`src/verilog/reg_file.sv`:
```
`timescale 1ns/10ps
`default_nettype none

module reg_file (
    input  logic        clk,
    input  logic        rst_n,
    input  logic [4:0]  read_a,
    input  logic [4:0]  read_b,
    output logic [31:0] value_a,
    output logic [31:0] value_b,
    input  logic        write_en,
    input  logic [4:0]  write_addr,
    input  logic [31:0] write_data,
    output logic [31:0] register_v0
);

    logic [31:0] regs [32];

    always_ff @(posedge clk) begin
        if (!rst_n) begin
            for (int i = 0; i < 32; i++) begin
                regs[i] <= 32'h0;
            end
        end else if (write_en && write_addr != 5'd0) begin
            // r0 is never written
            regs[write_addr] <= write_data;
        end
    end

    assign value_a     = regs[read_a];
    assign value_b     = regs[read_b];
    assign register_v0 = regs[2];

    a_r0_zero: assert property (
        @(posedge clk) disable iff (!rst_n) regs[0] == 32'h0
    ) else $error("register 0 holds %h", regs[0]);

endmodule

`default_nettype wire
```
`config.mk`:
```
export PLATFORM = sky130hd
export DESIGN_NAME = reg_file
export DESIGN_NICKNAME = d
export VERILOG_FILES = /design/src/verilog/reg_file.sv
export SDC_FILE = /design/constraint.sdc
export NUM_CORES = 2
export LEC_CHECK = 0
export ABC_CLOCK_PERIOD_IN_PS = 10800
export BUFFER_PORTS_ARGS = -buffer_cell sky130_fd_sc_hd__buf_2
export CORE_ASPECT_RATIO = 1.2
export CORE_MARGIN = 1
export CORE_UTILIZATION = 67
export DETAILED_ROUTE_END_ITERATION = 12
export PLACE_DENSITY = 0.95
export SLEW_MARGIN = 20
export SYNTH_ARGS = -nofsm -noshare
export SYNTH_HDL_FRONTEND = slang
export SYNTH_SLANG_ARGS = --single-unit
```
`constraint.sdc`:
```
create_clock -name clk -period 10.8 [get_ports clk]
set_input_delay 1.08 -clock clk [delete_from_list [all_inputs] [get_ports clk]]
set_output_delay 1.08 -clock clk [all_outputs]
set_load 0.005 [all_outputs]
```
==> flow_summary.json <==
{
  "max_freq_mhz": 181.5,
  "status": "completed",
  "grt_use_met2_pct": 65.44,
  "critPathMaxFanout": 51,
  "required_ps": 9720,
  "hold_viol": 0,
  "wl_per_cell_um": 33.24,
  "yosysSeqAreaShare_pct": 55.29,
  "track_usage_pct": 43.90,
  "arrival_ps": 4430,
  "busiest_layer": "met2",
  "syn_area_per_cell_um2": 12.07,
  "dr.pass1.iters": 8,
  "gp_congestion": 0.9431,
  "fin_setup_tns_ps": 0,
  "routed_via_density": 7.640,
  "grt_pass1_wl_um": 271300,
  "cts_sinks": 1024,
  "hold_buffers": 0,
  "largest_reg_flops": 1024,
  "grt_max_degree": 144,
  "use_met3_pct": 14.82,
  "drive_gt1_share_pct": 9.928,
  "route.detailed.drc": 0,
  "synth_commonest_cells": "edfxtp_1 (1,024), mux2i_1 (1,024), and2_1 (994), clkbuf_1 (256), nand2_1 (197)",
  "synth_area_mm2": 0.05561,
  "p_leak_nw": 23.68,
  "numPortBuffers": 145,
  "final_net_count": 4581,
  "cts_setup_buffers": 0,
  "synth_seq_cells": 1024,
  "pin_count": 146,
  "post-synth-top-area-cell": "edfxtp_1",
  "grt_overflow_total": 0,
  "synthArstFlopShare_pct": 0,
  "drt_wl_total_um": 188600,
  "cap_viol_max_count": 0,
  "regMostFlops": "regs",
  "grt_util_met1_pct": 51.94,
  "placed_area_mm2": 0.05712,
  "finalCritPeriodShare_pct": 51.02,
  "maxSlewViolCount": 0,
  "worstSetupEndpoint": "value_a[31]",
  "vias": 43350,
  "fp.dieH_um": 317.6,
  "post-route-min-period_ps": 5510,
  "grt_pass1_vias": 43000,
  "netlist_instances": 4609,
  "setup_violations": 0,
  "ys_warn_count": 0,
  "htreeDepth": 3,
  "fp-row-count": 115,
  "hpwlAfterDp_um": 97250,
  "largestRegisters": "regs: 1024 flops",
  "timing.hold.ws_ps": 994.1,
  "critPathCaptureType": "primary output",
  "worst_slack_ps": 5290,
  "power.density_mw_per_mm2": 155.3,
  "die_w_um": 265.0,
  "clkTransAtPathRegs_ps": 60,
  "tightest_slew_ps": 1274,
  "cts_resized": 0,
  "dr.first_iter.drc_count": 8397,
  "synth-main-ff-cell": "edfxtp_1",
  "clockBufferDepth": 3,
  "syn_to_final_growth_pct": 8.433,
  "dieArea_mm2": 0.08416,
  "numCtsBuffers": 99,
  "worstHoldPathType": "primary input to flop",
  "critical_path_class": "primary input to primary output",
  "finalCoreUtilization_pct": 73.52,
  "netlist-cell-type-count": 30,
  "cts_tree": "yes",
  "start_util_pct": 67.80,
  "cts-root-buf": "clkbuf_16",
  "slew_headroom_pct": 14.96,
  "yosys.area.top_type_share_pct": 55.29,
  "max-vdd-ir-drop_v": 0.0001483,
  "startpoint_type": "primary input",
  "rsz0062_at_grt": "false",
  "final_area_mm2": 0.06030,
  "crit_start": "read_a[2]",
  "ys_top_cells_by_area": "edfxtp_1 (55%), mux2i_1 (18%), and2_1 (11%), a22oi_1 (2.6%), a22o_1 (2.0%)",
  "pre_cts_ws_ps": 5604,
  "antenna_found_initial": 14,
  "core_area_mm2": 0.08202,
  "antenna_left": 0,
  "synth_edf_count": 1024
}
==> through the flow <==
stage,power [mW],cells
6_report,9.362,5674
4_1_cts,9.235,5666
3_3_place_gp,5.792,5483
3_5_place_dp,5.846,5483
2_1_floorplan,5.442,4640
5_1_grt,9.495,5667
==> critical path, stage by stage <==
cell,delay [ps]
buf_2,160
and2_4,800
buf_4,690
buf_4,710
a22o_1,250
nor3_1,40
a31oi_1,230
nand3_1,210
buf_2,190
==> logic make-up after synthesis <==
group           synth area share [%]
mux                            18.43
simple gates                   15.34
compound gates                 7.335
flops                          55.29
other cells                 0.006743
buf+inv                        3.593
==> power breakdown <==
| group | switching, mW | leakage, nW | internal (mW) |
|---|---|---|---|
| Combinational | 0.757 | 12.4 | 0.373 |
| Clock | 1.56 | 1.54 | 1.94 |
| Sequential | 0.137 | 9.75 | 4.60 |
| Total | 2.45 | 23.7 | 6.91 |
==> cells in the final DEF, fill, tap and decap left out, types with 7 or more instances in the layout <==
cell type	n
mux2i_1	1024
edfxtp_1	1024
and2_1	992
nand2_1	196
nand3_1	193
a22oi_1	192
a21oi_1	192
buf_2	143
a22o_1	128
clkbuf_16	102
buf_4	85
nor3_1	64
a31oi_1	64
conb_1	32
o21ai_4	31
nor2_2	26
clkbuf_1	23
clkinv_2	22
clkinv_1	21
buf_12	10
bufinv_16	9
diode_2	8
nor2_4	7
==> per-layer routing <==
metal	vias up	share of wire [%]	routed length (um)
met4	16	9.3	17570
met3	1450	16	30930
met1	20160	30	56930
li1	16740	-	-
met2	4979	44	83080
met5	-	0.054	101
==> final cells by class <==
class / instances / area (um2)
timing repair buffer: 240 / 1584
inverter: 1 / 3.754
multi-input combinational: 3165 / 23470
fill: 4700 / 21720
sequential: 1024 / 30750
tap: 1053 / 1318
antenna: 8 / 20.02
clock buffer: 125 / 2639
clock inverter: 58 / 513.0
==> worst min path at each step <==
stage / cells after the start / end / startpoint / slack, ps
floorplan: 1 / regs[1][31] / write_data[31] / 1280
finish: 2 / regs[2][30] / write_data[30] / 990
CTS: 2 / regs[24][21] / write_data[21] / 990
global placement: 1 / register_v0[28] / regs[2][28] / 1540
global route: 2 / regs[14][21] / write_data[21] / 980
detailed placement: 1 / register_v0[22] / regs[2][22] / 1560
Power figures use the tool's default switching activity.
