### config.mk
export PLATFORM = sky130hd
export DESIGN_NAME = instr_decoder_flat
export DESIGN_NICKNAME = d
export VERILOG_FILES = /design/src/verilog/mips_pkg.sv /design/src/verilog/decode_if.sv /design/src/verilog/instr_decoder.sv /design/src/flat_wrapper.sv
export SDC_FILE = /design/constraint.sdc
export NUM_CORES = 1
export LEC_CHECK = 0
export ABC_CLOCK_PERIOD_IN_PS = 1050
export BUFFER_PORTS_ARGS = -buffer_cell sky130_fd_sc_hd__buf_4
export CORE_AREA = 5 5 42 44
export DETAILED_ROUTE_END_ITERATION = 8
export DIE_AREA = 0 0 47 49
export GPL_ROUTABILITY_DRIVEN = 0
export PLACE_DENSITY = 0.72
export SLEW_MARGIN = 10
export SYNTH_ARGS = -nofsm -noshare
export SYNTH_HDL_FRONTEND = slang
export SYNTH_SLANG_ARGS = --single-unit
### constraint.sdc
create_clock -name vclk -period 1.05
set_input_delay 0.0525 -clock vclk [all_inputs]
set_output_delay 0.0525 -clock vclk [all_outputs]
set_load 0.01 [all_outputs]
### src/verilog/mips_pkg.sv
`default_nettype none

package mips_pkg;

    // boot region and memory map
    localparam logic [31:0] reset_vector = 32'hBFC00000;
    localparam int imem_words = 1024;
    localparam int dmem_words = 256;
    localparam logic [31:0] dmem_base = 32'h00000400;

    // word index widths for the two memories
    localparam int imem_index_w = $clog2(imem_words);
    localparam int dmem_index_w = $clog2(dmem_words);

    typedef enum logic [5:0] {
        op_special = 6'h00,
        op_j       = 6'h02,
        op_beq     = 6'h04,
        op_bne     = 6'h05,
        op_addiu   = 6'h09,
        op_lui     = 6'h0f,
        op_lb      = 6'h20,
        op_lw      = 6'h23,
        op_sh      = 6'h29,
        op_sw      = 6'h2b
    } opcode_e;

    // funct field of the special opcode
    typedef enum logic [5:0] {
        fn_jr   = 6'h08,
        fn_addu = 6'h21,
        fn_subu = 6'h23,
        fn_and  = 6'h24,
        fn_or   = 6'h25
    } funct_e;

    typedef enum logic [2:0] {
        alu_add,
        alu_sub,
        alu_and,
        alu_or,
        alu_lui
    } alu_op_e;

    typedef enum logic [1:0] {
        mem_none,
        mem_byte,
        mem_half,
        mem_word
    } mem_size_e;

endpackage

`default_nettype wire

### src/verilog/decode_if.sv
`timescale 1ns/10ps
`default_nettype none

interface decode_if import mips_pkg::*; ();

    logic [31:0] instr;
    alu_op_e     alu_op;
    logic        use_imm;
    logic        sign_ext;
    logic        reg_write;
    logic        dest_is_rt;
    logic        mem_read;
    logic        mem_write;
    mem_size_e   mem_size;
    logic        branch_eq;
    logic        branch_ne;
    logic        jump;
    logic        jump_reg;

    modport decoder (
        input  instr,
        output alu_op, use_imm, sign_ext, reg_write, dest_is_rt, mem_read,
        output mem_write, mem_size, branch_eq, branch_ne, jump, jump_reg
    );

    modport core (
        output instr,
        input  alu_op, use_imm, sign_ext, reg_write, dest_is_rt, mem_read,
        input  mem_write, mem_size, branch_eq, branch_ne, jump, jump_reg
    );

endinterface

`default_nettype wire

### src/verilog/instr_decoder.sv
`timescale 1ns/10ps
`default_nettype none

module instr_decoder import mips_pkg::*; (
    decode_if.decoder dec
);

    opcode_e opcode;
    funct_e  funct;

    assign opcode = opcode_e'(dec.instr[31:26]);
    assign funct  = funct_e'(dec.instr[5:0]);

    always_comb begin
        // no-op unless an encoding below matches
        dec.alu_op     = alu_add;
        dec.use_imm    = 1'b0;
        dec.sign_ext   = 1'b0;
        dec.reg_write  = 1'b0;
        dec.dest_is_rt = 1'b0;
        dec.mem_read   = 1'b0;
        dec.mem_write  = 1'b0;
        dec.mem_size   = mem_none;
        dec.branch_eq  = 1'b0;
        dec.branch_ne  = 1'b0;
        dec.jump       = 1'b0;
        dec.jump_reg   = 1'b0;

        case (opcode)
            op_special: begin
                case (funct)
                    fn_addu: begin
                        dec.alu_op    = alu_add;
                        dec.reg_write = 1'b1;
                    end
                    fn_subu: begin
                        dec.alu_op    = alu_sub;
                        dec.reg_write = 1'b1;
                    end
                    fn_and: begin
                        dec.alu_op    = alu_and;
                        dec.reg_write = 1'b1;
                    end
                    fn_or: begin
                        dec.alu_op    = alu_or;
                        dec.reg_write = 1'b1;
                    end
                    fn_jr:   dec.jump_reg = 1'b1;
                    default: ;
                endcase
            end
            op_j:   dec.jump = 1'b1;
            op_beq: dec.branch_eq = 1'b1;
            op_bne: dec.branch_ne = 1'b1;
            op_addiu: begin
                dec.use_imm    = 1'b1;
                dec.sign_ext   = 1'b1;
                dec.reg_write  = 1'b1;
                dec.dest_is_rt = 1'b1;
            end
            op_lui: begin
                dec.alu_op     = alu_lui;
                dec.use_imm    = 1'b1;
                dec.reg_write  = 1'b1;
                dec.dest_is_rt = 1'b1;
            end
            // loads and stores share the base plus offset address path
            op_lb, op_lw, op_sh, op_sw: begin
                dec.use_imm  = 1'b1;
                dec.sign_ext = 1'b1;
                dec.mem_size = (opcode == op_lb) ? mem_byte :
                               (opcode == op_sh) ? mem_half : mem_word;
                if (opcode == op_lb || opcode == op_lw) begin
                    dec.mem_read   = 1'b1;
                    dec.reg_write  = 1'b1;
                    dec.dest_is_rt = 1'b1;
                end else begin
                    dec.mem_write = 1'b1;
                end
            end
            default: ;
        endcase
    end

endmodule

`default_nettype wire

### src/flat_wrapper.sv
// flat-port wrapper written by rule: the top's interface ports become plain ports
module instr_decoder_flat import mips_pkg::*;
  (dec_instr, dec_alu_op, dec_use_imm, dec_sign_ext, dec_reg_write, dec_dest_is_rt, dec_mem_read, dec_mem_write, dec_mem_size, dec_branch_eq, dec_branch_ne, dec_jump, dec_jump_reg);
  decode_if dec_i ();
  input wire logic [$bits(dec_i.instr)-1:0] dec_instr;
  output wire logic [$bits(dec_i.alu_op)-1:0] dec_alu_op;
  output wire logic [$bits(dec_i.use_imm)-1:0] dec_use_imm;
  output wire logic [$bits(dec_i.sign_ext)-1:0] dec_sign_ext;
  output wire logic [$bits(dec_i.reg_write)-1:0] dec_reg_write;
  output wire logic [$bits(dec_i.dest_is_rt)-1:0] dec_dest_is_rt;
  output wire logic [$bits(dec_i.mem_read)-1:0] dec_mem_read;
  output wire logic [$bits(dec_i.mem_write)-1:0] dec_mem_write;
  output wire logic [$bits(dec_i.mem_size)-1:0] dec_mem_size;
  output wire logic [$bits(dec_i.branch_eq)-1:0] dec_branch_eq;
  output wire logic [$bits(dec_i.branch_ne)-1:0] dec_branch_ne;
  output wire logic [$bits(dec_i.jump)-1:0] dec_jump;
  output wire logic [$bits(dec_i.jump_reg)-1:0] dec_jump_reg;
  assign dec_i.instr = dec_instr;
  assign dec_alu_op = dec_i.alu_op;
  assign dec_use_imm = dec_i.use_imm;
  assign dec_sign_ext = dec_i.sign_ext;
  assign dec_reg_write = dec_i.reg_write;
  assign dec_dest_is_rt = dec_i.dest_is_rt;
  assign dec_mem_read = dec_i.mem_read;
  assign dec_mem_write = dec_i.mem_write;
  assign dec_mem_size = dec_i.mem_size;
  assign dec_branch_eq = dec_i.branch_eq;
  assign dec_branch_ne = dec_i.branch_ne;
  assign dec_jump = dec_i.jump;
  assign dec_jump_reg = dec_i.jump_reg;
  instr_decoder u_core (.dec(dec_i));
endmodule
==> run summary <==
The detailed router finished its first iteration with 2 violations. The per-cell via count in the routed design works out to 4.94. The maximum net fanout on the critical path is 5. The number of port buffers was 27. Hold repair after CTS inserted 0 buffers. Summing internal, switching and leakage power gives 189 uW.

The tool flagged a number of max-cap violations equal to 0. The layout has 0 clock buffers. The count of antenna-violating nets left after detailed routing was 0. The initial cell density of the core was 0.250. The worst path buffer plus inverter count was 2.

The worst setup path is captured at an output pin. The share of the clock period used by the worst path after layout was 1.01; the fraction of the yosys area taken by sequential cells was 0. Among cell families on the critical path, the largest total delay comes from compound AO/OA/AOI/OAI gates. Before antenna repair, the detailed router went through 2 iterations. The global-route wire length before repair was 1870 um; the die outline area was 2300 um^2.

Entering global routing, the biggest net connects 13 pins. Yosys printed 0 warnings. Walking the worst path, the cells encountered are buf_8 > and4b_1 > o31ai_2 > a21oi_2 > a21o_1 > buf_6. The tools report the via count of the first global-routing pass as 463. The tools report the post-route worst hold slack as 0.383 ns. The flow ran to the end, but the final reports show violations. In this design, the stage delay of the slowest critical-path cell is 0.27 ns. The finished cells cover 658 um^2. The sequential cell count is 0, and the placed cell area is 604 um^2. After detailed routing, the average wire length per cell comes to 11.7 um. The detailed router placed 504 vias in this run. After global routing the overflow that remains totals 0. The tools report the total global-route track usage as 0.0989.

Setup repair after global routing could not meet its margin everywhere. The tools report the count of unresolved DRC violations after routing as 0. Once detailed placement completed, the half-perimeter wirelength came to 989 um. Time the worst path needs with I/O delays and setup: 1.06 ns.

The final-stage net count came out at 120. After floorplanning, the core was sized to cover 1400 um^2. In the final layout, flip-flops and latches occupy 0 um^2. Synthesis produced a netlist with a net count of 86. The highest clock rate is 944 MHz.

The final reports fail on negative setup slack. In this run the static leakage power is 0.312 nW. The distinct cell type count after synthesis is 26. The run gives -0.00928 ns as the final critical-path setup slack.

Number of placed I/O pins: 47. The peak supply drop is 0.145 mV. The number of max-slew violations in the final report is 0. Count of endpoints failing hold in the final timing report: 0. Each instance of the synthesized netlist takes up on average 6.49 um^2. The number of antenna diodes in the final layout is 0. OpenSTA, run right after detailed placement, puts the worst setup slack at -0.0918 ns.

From bottom edge to top edge, the die measures 49 um. The tools report the number of rows created at floorplan as 14. The worst hold path belongs to the class input pin to output pin. The critical path startpoint category is an input pin. The critical path data arrival time was 1.01 ns. The relative slew slack is 0.830. Synthesis handed over a netlist of 54 instances. Power density over the cells: 288 nW/um^2. The tools report the setup-violating endpoint count in the final report as 1. At the pin with the least slew margin, the transition time is 0.254 ns.

For the number of antenna violations at the first check in global routing, the log shows 0. The type of the worst setup path was input pin to output pin. The synthesized area was 350 um^2. The critical-path cell with the highest stage delay was o31ai_2. The share of post-route cells with drive strength above 1 was 0.547; the chip width was 47 um. From synthesis to final layout, the design area changed by 87.9%. The post-detailed-routing wire length was 1200 um; the data required time at the worst endpoint was 1.00 ns.
-- worst paths after layout --
path,endpoint,slack [ns],cells past startpoint,from
setup / recovery,dec_reg_write,-0.009,6,dec_instr[29]
hold / removal,dec_use_imm,0.38,3,dec_instr[30]
-- metrics by stage --
| stage | util | std cells | TNS, ns |
|---|---|---|---|
| 3_3_place_gp | 0.431 | 102 | -0.199 |
| 4_1_cts | 0.452 | 102 | -0.0203 |
| 3_5_place_dp | 0.431 | 102 | -0.287 |
| 2_1_floorplan | - | 54 | 0 |
| 6_report | 0.470 | 102 | -0.00928 |
| 5_1_grt | 0.470 | 102 | -0.158 |
-- cells in the final DEF (no fill, tap or decap), types with 2 or more instances in the layout --
cell type,n
a21oi_1,2
a21oi_2,2
and3_1,3
buf_4,32
buf_6,4
inv_1,2
nand2_1,4
nand3_1,2
nand3b_1,3
nor2_1,8
nor3_1,2
nor3_2,2
o21ai_0,2
xor2_1,2
-- where the power goes --
part / switching [mW] / internal, mW
Combinational: 0.0881 / 0.101
Sequential: 0 / 0
Clock: 0 / 0
-- final cells by class --
cell class / count / area [um^2]
well taps: 16 / 20.0
multi-input cells: 47 / 330
fillers: 152 / 743
inverters: 2 / 7.51
repair buffers: 37 / 300
-- synthesized netlist by cell type --
cell | count | share of area
a21o_1 | 1 | 0.021
a21oi_1 | 4 | 0.057
and3_1 | 3 | 0.054
and4b_1 | 1 | 0.029
and4bb_1 | 1 | 0.036
buf_2 | 2 | 0.029
buf_6 | 3 | 0.096
inv_1 | 2 | 0.021
mux2i_1 | 1 | 0.029
nand2_1 | 4 | 0.043
nand3_1 | 2 | 0.029
nand3_2 | 1 | 0.029
nand3b_1 | 3 | 0.064
nor2_1 | 9 | 0.096
nor2b_1 | 1 | 0.018
nor3_1 | 4 | 0.057
nor3_2 | 1 | 0.029
nor3b_1 | 1 | 0.021
nor3b_2 | 1 | 0.036
nor4_1 | 1 | 0.018
nor4b_2 | 1 | 0.043
o21a_1 | 1 | 0.021
o21ai_0 | 2 | 0.029
o221ai_1 | 1 | 0.025
o31ai_1 | 1 | 0.021
xor2_1 | 2 | 0.050
-- layer usage --
layer / GRT usage / vias to the layer above / part of all wire
met5: 0 / - / 0
met4: 0 / 0 / 0
met3: 0.00738 / 0 / 0.083
met2: 0.190 / 14 / 0.53
met1: 0.120 / 230 / 0.39
li1: - / 260 / -
-- what timing repair did --
action	CTS	global route
setup endpoints to repair	4	6
setup buffers	0	0
resized for setup	7	6
pin swaps	5	0
hold endpoints to repair	0	0
-- logic make-up after synthesis --
| kind of cell | after synthesis | share of synthesized area |
|---|---|---|
| AND/OR/NAND/NOR | 34 | 0.600 |
| AO/OA/AOI/OAI | 10 | 0.175 |
| buffers and inverters | 7 | 0.146 |
| XOR/XNOR | 2 | 0.0500 |
| multiplexers | 1 | 0.0286 |
Power figures use the tool's default switching activity.
