$ cat config.mk
export PLATFORM = sky130hd
export DESIGN_NAME = cpu_core_flat
export DESIGN_NICKNAME = d
export VERILOG_FILES = /design/src/verilog/mips_pkg.sv /design/src/verilog/decode_if.sv /design/src/verilog/cpu_core.sv /design/src/flat_wrapper.sv
export SDC_FILE = /design/constraint.sdc
export NUM_CORES = 1
export LEC_CHECK = 0
export BUFFER_PORTS_ARGS = -buffer_cell sky130_fd_sc_hd__buf_2
export CORE_UTILIZATION = 53
export DETAILED_ROUTE_END_ITERATION = 16
export HOLD_SLACK_MARGIN = 0.05
export PLACE_DENSITY = 0.84
export SLEW_MARGIN = 0
export SYNTH_ARGS = -nofsm -noshare
export SYNTH_HDL_FRONTEND = slang
export SYNTH_SLANG_ARGS = --single-unit
$ cat constraint.sdc
create_clock -name clk -period 6.1 [get_ports clk]
set_input_delay 0.61 -clock clk [delete_from_list [all_inputs] [get_ports clk]]
set_output_delay 0.61 -clock clk [all_outputs]
set_load 0.05 [all_outputs]
$ cat src/verilog/mips_pkg.sv
`default_nettype none

package mips_pkg;

    // boot region and memory map
    localparam logic [31:0] reset_vector = 32'hBFC00000;
    localparam int imem_words = 1024;
    localparam int dmem_words = 256;
    localparam logic [31:0] dmem_base = 32'h00000400;

    // word index widths for the two memories
    localparam int imem_index_w = $clog2(imem_words);
    localparam int dmem_index_w = $clog2(dmem_words);

    typedef enum logic [5:0] {
        op_special = 6'h00,
        op_j       = 6'h02,
        op_beq     = 6'h04,
        op_bne     = 6'h05,
        op_addiu   = 6'h09,
        op_lui     = 6'h0f,
        op_lb      = 6'h20,
        op_lw      = 6'h23,
        op_sh      = 6'h29,
        op_sw      = 6'h2b
    } opcode_e;

    // funct field of the special opcode
    typedef enum logic [5:0] {
        fn_jr   = 6'h08,
        fn_addu = 6'h21,
        fn_subu = 6'h23,
        fn_and  = 6'h24,
        fn_or   = 6'h25
    } funct_e;

    typedef enum logic [2:0] {
        alu_add,
        alu_sub,
        alu_and,
        alu_or,
        alu_lui
    } alu_op_e;

    typedef enum logic [1:0] {
        mem_none,
        mem_byte,
        mem_half,
        mem_word
    } mem_size_e;

endpackage

`default_nettype wire

$ cat src/verilog/decode_if.sv
`timescale 1ns/10ps
`default_nettype none

interface decode_if import mips_pkg::*; ();

    logic [31:0] instr;
    alu_op_e     alu_op;
    logic        use_imm;
    logic        sign_ext;
    logic        reg_write;
    logic        dest_is_rt;
    logic        mem_read;
    logic        mem_write;
    mem_size_e   mem_size;
    logic        branch_eq;
    logic        branch_ne;
    logic        jump;
    logic        jump_reg;

    modport decoder (
        input  instr,
        output alu_op, use_imm, sign_ext, reg_write, dest_is_rt, mem_read,
        output mem_write, mem_size, branch_eq, branch_ne, jump, jump_reg
    );

    modport core (
        output instr,
        input  alu_op, use_imm, sign_ext, reg_write, dest_is_rt, mem_read,
        input  mem_write, mem_size, branch_eq, branch_ne, jump, jump_reg
    );

endinterface

`default_nettype wire

$ cat src/verilog/cpu_core.sv
`timescale 1ns/10ps
`default_nettype none

module cpu_core import mips_pkg::*; (
    input  logic        clk,
    input  logic        rst_n,
    output logic        active,
    decode_if.core      ctl,
    output logic [31:0] instr_address,
    input  logic [31:0] instr_readdata,
    output logic [4:0]  read_a,
    output logic [4:0]  read_b,
    input  logic [31:0] value_a,
    input  logic [31:0] value_b,
    output logic        write_en,
    output logic [4:0]  write_addr,
    output logic [31:0] write_data,
    output logic [31:0] data_address,
    output logic        data_write,
    output logic [3:0]  data_byteenable,
    output logic [31:0] data_writedata,
    input  logic [31:0] data_readdata
);

    logic [31:0] pc;
    logic [31:0] pc_plus4;
    logic [31:0] next_pc;
    logic [31:0] imm_ext;
    logic [31:0] alu_b;
    logic [31:0] alu_result;
    logic [31:0] load_value;
    logic [7:0]  load_byte;
    logic        branch_taken;

    assign ctl.instr     = instr_readdata;
    assign instr_address = pc;
    assign read_a        = instr_readdata[25:21];
    assign read_b        = instr_readdata[20:16];

    // the core stops once the pc has reached location 0
    assign active = (pc != 32'h0);

    assign imm_ext = ctl.sign_ext ? {{16{instr_readdata[15]}}, instr_readdata[15:0]}
                                  : {16'h0, instr_readdata[15:0]};
    assign alu_b   = ctl.use_imm ? imm_ext : value_b;

    always_comb begin
        case (ctl.alu_op)
            alu_sub: alu_result = value_a - alu_b;
            alu_and: alu_result = value_a & alu_b;
            alu_or:  alu_result = value_a | alu_b;
            alu_lui: alu_result = {alu_b[15:0], 16'h0};
            default: alu_result = value_a + alu_b;
        endcase
    end

    assign pc_plus4     = pc + 32'd4;
    assign branch_taken = (ctl.branch_eq && value_a == value_b) ||
                          (ctl.branch_ne && value_a != value_b);

    // no delay slot, the target is fetched on the very next cycle
    always_comb begin
        if (ctl.jump_reg) begin
            next_pc = value_a;
        end else if (ctl.jump) begin
            next_pc = {pc_plus4[31:28], instr_readdata[25:0], 2'b00};
        end else if (branch_taken) begin
            next_pc = pc_plus4 + {{14{instr_readdata[15]}}, instr_readdata[15:0], 2'b00};
        end else begin
            next_pc = pc_plus4;
        end
    end

    always_ff @(posedge clk) begin
        if (!rst_n) begin
            pc <= reset_vector;
        end else if (active) begin
            pc <= next_pc;
        end
    end

    // store lane steering, little endian
    assign data_address = alu_result;
    always_comb begin
        case (ctl.mem_size)
            mem_byte: begin
                data_byteenable = 4'b0001 << data_address[1:0];
                data_writedata  = {4{value_b[7:0]}};
            end
            mem_half: begin
                data_byteenable = data_address[1] ? 4'b1100 : 4'b0011;
                data_writedata  = {2{value_b[15:0]}};
            end
            mem_word: begin
                data_byteenable = 4'b1111;
                data_writedata  = value_b;
            end
            default: begin
                data_byteenable = 4'b0000;
                data_writedata  = value_b;
            end
        endcase
    end
    assign data_write = ctl.mem_write && active && rst_n;

    // lb picks the addressed lane and sign extends it
    assign load_byte  = data_readdata[8*data_address[1:0] +: 8];
    assign load_value = (ctl.mem_size == mem_byte) ? {{24{load_byte[7]}}, load_byte}
                                                   : data_readdata;

    assign write_en   = ctl.reg_write && active;
    assign write_addr = ctl.dest_is_rt ? instr_readdata[20:16] : instr_readdata[15:11];
    assign write_data = ctl.mem_read ? load_value : alu_result;

    a_mem_aligned: assert property (
        @(posedge clk) disable iff (!rst_n)
        (active && (ctl.mem_read || ctl.mem_write)) |->
            ((ctl.mem_size != mem_half || !data_address[0]) &&
             (ctl.mem_size != mem_word || data_address[1:0] == 2'b00))
    ) else $error("misaligned data access at %h", data_address);

endmodule

`default_nettype wire

$ cat src/flat_wrapper.sv
// flat-port wrapper written by rule: the top's interface ports become plain ports
module cpu_core_flat import mips_pkg::*;
  (clk, rst_n, active, instr_address, instr_readdata, read_a, read_b, value_a, value_b, write_en, write_addr, write_data, data_address, data_write, data_byteenable, data_writedata, data_readdata, ctl_instr, ctl_alu_op, ctl_use_imm, ctl_sign_ext, ctl_reg_write, ctl_dest_is_rt, ctl_mem_read, ctl_mem_write, ctl_mem_size, ctl_branch_eq, ctl_branch_ne, ctl_jump, ctl_jump_reg);
  decode_if ctl_i ();
  input  logic clk;
  input  logic rst_n;
  output logic active;
  output logic [31:0] instr_address;
  input  logic [31:0] instr_readdata;
  output logic [4:0] read_a;
  output logic [4:0] read_b;
  input  logic [31:0] value_a;
  input  logic [31:0] value_b;
  output logic write_en;
  output logic [4:0] write_addr;
  output logic [31:0] write_data;
  output logic [31:0] data_address;
  output logic data_write;
  output logic [3:0] data_byteenable;
  output logic [31:0] data_writedata;
  input  logic [31:0] data_readdata;
  output wire logic [$bits(ctl_i.instr)-1:0] ctl_instr;
  input wire logic [$bits(ctl_i.alu_op)-1:0] ctl_alu_op;
  input wire logic [$bits(ctl_i.use_imm)-1:0] ctl_use_imm;
  input wire logic [$bits(ctl_i.sign_ext)-1:0] ctl_sign_ext;
  input wire logic [$bits(ctl_i.reg_write)-1:0] ctl_reg_write;
  input wire logic [$bits(ctl_i.dest_is_rt)-1:0] ctl_dest_is_rt;
  input wire logic [$bits(ctl_i.mem_read)-1:0] ctl_mem_read;
  input wire logic [$bits(ctl_i.mem_write)-1:0] ctl_mem_write;
  input wire logic [$bits(ctl_i.mem_size)-1:0] ctl_mem_size;
  input wire logic [$bits(ctl_i.branch_eq)-1:0] ctl_branch_eq;
  input wire logic [$bits(ctl_i.branch_ne)-1:0] ctl_branch_ne;
  input wire logic [$bits(ctl_i.jump)-1:0] ctl_jump;
  input wire logic [$bits(ctl_i.jump_reg)-1:0] ctl_jump_reg;
  assign ctl_instr = ctl_i.instr;
  assign ctl_i.alu_op = ctl_alu_op;
  assign ctl_i.use_imm = ctl_use_imm;
  assign ctl_i.sign_ext = ctl_sign_ext;
  assign ctl_i.reg_write = ctl_reg_write;
  assign ctl_i.dest_is_rt = ctl_dest_is_rt;
  assign ctl_i.mem_read = ctl_mem_read;
  assign ctl_i.mem_write = ctl_mem_write;
  assign ctl_i.mem_size = ctl_mem_size;
  assign ctl_i.branch_eq = ctl_branch_eq;
  assign ctl_i.branch_ne = ctl_branch_ne;
  assign ctl_i.jump = ctl_jump;
  assign ctl_i.jump_reg = ctl_jump_reg;
  cpu_core u_core (.clk(clk), .rst_n(rst_n), .active(active), .ctl(ctl_i), .instr_address(instr_address), .instr_readdata(instr_readdata), .read_a(read_a), .read_b(read_b), .value_a(value_a), .value_b(value_b), .write_en(write_en), .write_addr(write_addr), .write_data(write_data), .data_address(data_address), .data_write(data_write), .data_byteenable(data_byteenable), .data_writedata(data_writedata), .data_readdata(data_readdata));
endmodule
==> out/metrics.cfg <==
[worst_setup_path]
critical_path.max_stage_delay_ns=0.58
worstSetupStartpointType=input pin
worst_path_required_ns=5.49
timing.critical_path.fanout_max=13
timing_worst_setup_path_type=input pin to output port
path_cells=buf_2, mux2_4, or4b_4, nor4_4, nand2b_2, o21bai_4, o21a_1, a21oi_2, xor2_1, ha_1, a21oi_1, o21ai_1, buf_4, nand3_1, o21ai_0, nand2_1, o21ai_0, a21oi_2, nor2_2, a31oi_2, buf_2
cp_data_arrival_time_ns=5.32
endpoint_kind=output port
critical_path.reg2reg.startpoint=u_core.instr_address[4]
cp-startpoint=ctl_use_imm
slowest_stage=or4b_4

[synth]
postSynthCellCount=1388
yosysUniqueCellTypes=88
yosysTopAreaCell=xnor2_1
synth_sequential_area_ratio_pct=6.73
synthArstFlopShare_pct=0
synth_enable_flop_cells=0
synth.avg_cell_area_sq_um=6.86
synth_fp_nets=1604
yosysWarningCount=0
ys_ff_latch=32
mappedNetlistArea_sq_um=9520
synth_flop_cell=dfxtp_1
synth.area.top_cells=xnor2_1 9.1%, ha_1 9.1%, dfxtp_1 6.7%
synth_top_area_share_pct=9.11

[drt]
drc_errors=0
wire_length_per_cell_um=22.5
wirelength_um=42000
via_per_inst=6.50
drtAntennaViolNets=0
detailroute.via_count=12100
initialDrtViolationCount=1006
first_pass_iters=6

[global_route]
grt_pass1_vias=10900
gr-total-overflow=0
grt_pass1_wl_um=61900
gr-usage-all-layers_pct=43.8
grt_max_degree=57
antenna_found_initial=2

[cells_and_area]
layout.filler_cells=1699
layout_commonest_cell=buf_2
syn_to_final_growth_pct=19.3
finalCoreUtilization_pct=65.2
mostFrequentLayoutCells=314 x buf_2, 133 x nand2_1, 116 x a21oi_1, 115 x nor2_1, 99 x xnor2_1
layout-drive-gt1-share_pct=26.7
instances_no_fill=1868
flip_flop_count_of_the_largest_register_after_layout=32
final_stage_net_count=1857

[timing]
layout_worst_path_cycle_share_pct=97.1
fin_setup_tns_ns=0
worst_slew_margin_rel_pct=26.9
final_hold_viols=0
fin_worst_skew_ns=0.00839
fin_crit_ns=5.93
hold_slack_ns=0.607
clock.fmax_mhz=169
timing.final.setup_violations=0
maxSlewViolCount=0
transition_at_the_pin_with_the_smallest_max_transition_slack_ns=1.09

[placed_design]
numPortBuffers=314
post-place-cells=1859
gpl.final_weighted_congestion=1.03
hpwl_um=34400

[power_and_ir_drop]
power.density_nw_per_um2=224
total_power_uw=2540
p_leak_uw=0.00529
ir_drop_v=0.000211

[clock_network]
cts_max_level=2
clk_pin_slew_ns=0.06
cts_sinks=32
cts_buffers=5
cts.root.buffer_cell=clkbuf_16
clkLatencyLatePin_ns=0.29
cts-root-to-sink-buffers=2
cts_setup_buffers=0
tritoncts=yes

[status]
status=finished clean

[floorplan]
floorplan.io_pins=327
core_area_sq_um=17400
starting_density_of_the_core_pct=54.6
design.die.area_sq_um=18500
placement_rows=48
die_h_um=136
die_x_um=136

[hold_path]
hold_start=u_core.instr_address[3]
hold_class=flop to flop

[job]
max_cap_viol_count=0

[layer usage]
metal / part of all wire [%] / wire, um / GRT usage [%] / vias up
met3: 11 / 4550 / 7.35 / 192
met1: 38 / 15800 / 52.8 / 5548
li1: - / - / - / 5574
met5: 0.031 / 13 / 0 / -
met2: 45 / 18800 / 72.0 / 824
met4: 6.9 / 2910 / 27.9 / 2
[power by group]
| part | switching (uW) | internal (uW) | leakage, uW |
|---|---|---|---|
| Sequential | 34.3 | 228 | 0.000267 |
| Clock | 106 | 192 | 0.0000798 |
| Combinational | 1370 | 617 | 0.00494 |
[worst paths after layout]
| check | cells past startpoint | slack (ns) | endpoint |
|---|---|---|---|
| hold reg to reg | 2 | 0.61 | u_core.instr_address[3] |
| setup / recovery | 21 | 0.17 | write_data[26] |
| setup reg to reg | 15 | 1.52 | u_core.instr_address[28] |
| hold / removal | 2 | 0.61 | u_core.instr_address[3] |
[kinds of logic (layout without fill, tap and decap cells)]
| kind of cell | after synthesis | in the layout | share of synthesized area, % |
|---|---|---|---|
| flip-flops | 32 | 32 | 6.73 |
| multiplexers | 44 | 44 | 4.94 |
| XOR/XNOR | 132 | 132 | 12.1 |
| AO/OA/AOI/OAI | 451 | 451 | 31.1 |
| AND/OR/NAND/NOR | 447 | 447 | 22.4 |
| other | 0 | 1 | 0 |
| adder cells (fa/ha/maj) | 100 | 100 | 12.5 |
| buffers and inverters | 182 | 436 | 10.1 |
[repair_timing]
action | CTS | global route
hold buffers | 0 | 0
gates resized for setup | 0 | 7
endpoints found under the setup margin | 0 | 9
[layout make-up]
type / instances / area, sq um / share of cell area [%]
Multi-Input combinational cell: 1174 / 8030 / 70.7
Sequential cell: 32 / 641 / 5.64
Antenna cell: 1 / 2.50 / 0.0220
Clock buffer: 5 / 125 / 1.10
Timing Repair Buffer: 375 / 2030 / 17.9
Tap cell: 225 / 282 / 2.48
Clock inverter: 3 / 42.5 / 0.375
Inverter: 53 / 199 / 1.75
[synthesized netlist by cell type (26+ instances only)]
cell type,count
ha_1,69
xor2_1,33
a21o_1,33
a21oi_1,118
nand2_1,133
mux2i_1,31
o21ai_0,85
buf_4,50
clkbuf_1,61
nor2_1,117
inv_1,51
nor3_1,30
dfxtp_1,32
nand3_1,58
maj3_1,29
a31oi_1,26
xnor2_1,99
[stage by stage]
step / setup slack, ns / area [sq um]
CTS: 0.122 / 11300
global placement: 0.232 / 11200
detailed placement: 0.135 / 11200
finish: 0.174 / 11400
floorplan: -0.359 / 9590
global route: -0.00516 / 11300
[critical path: cells and delay by family]
family          cells  cell delay, ns
compound gates      9            1.70
buf+inv             3            0.71
simple gates        6            1.43
mux                 1            0.38
fa+ha+maj           1            0.30
xor+xnor            1            0.17
Power figures use the tool's default switching activity.
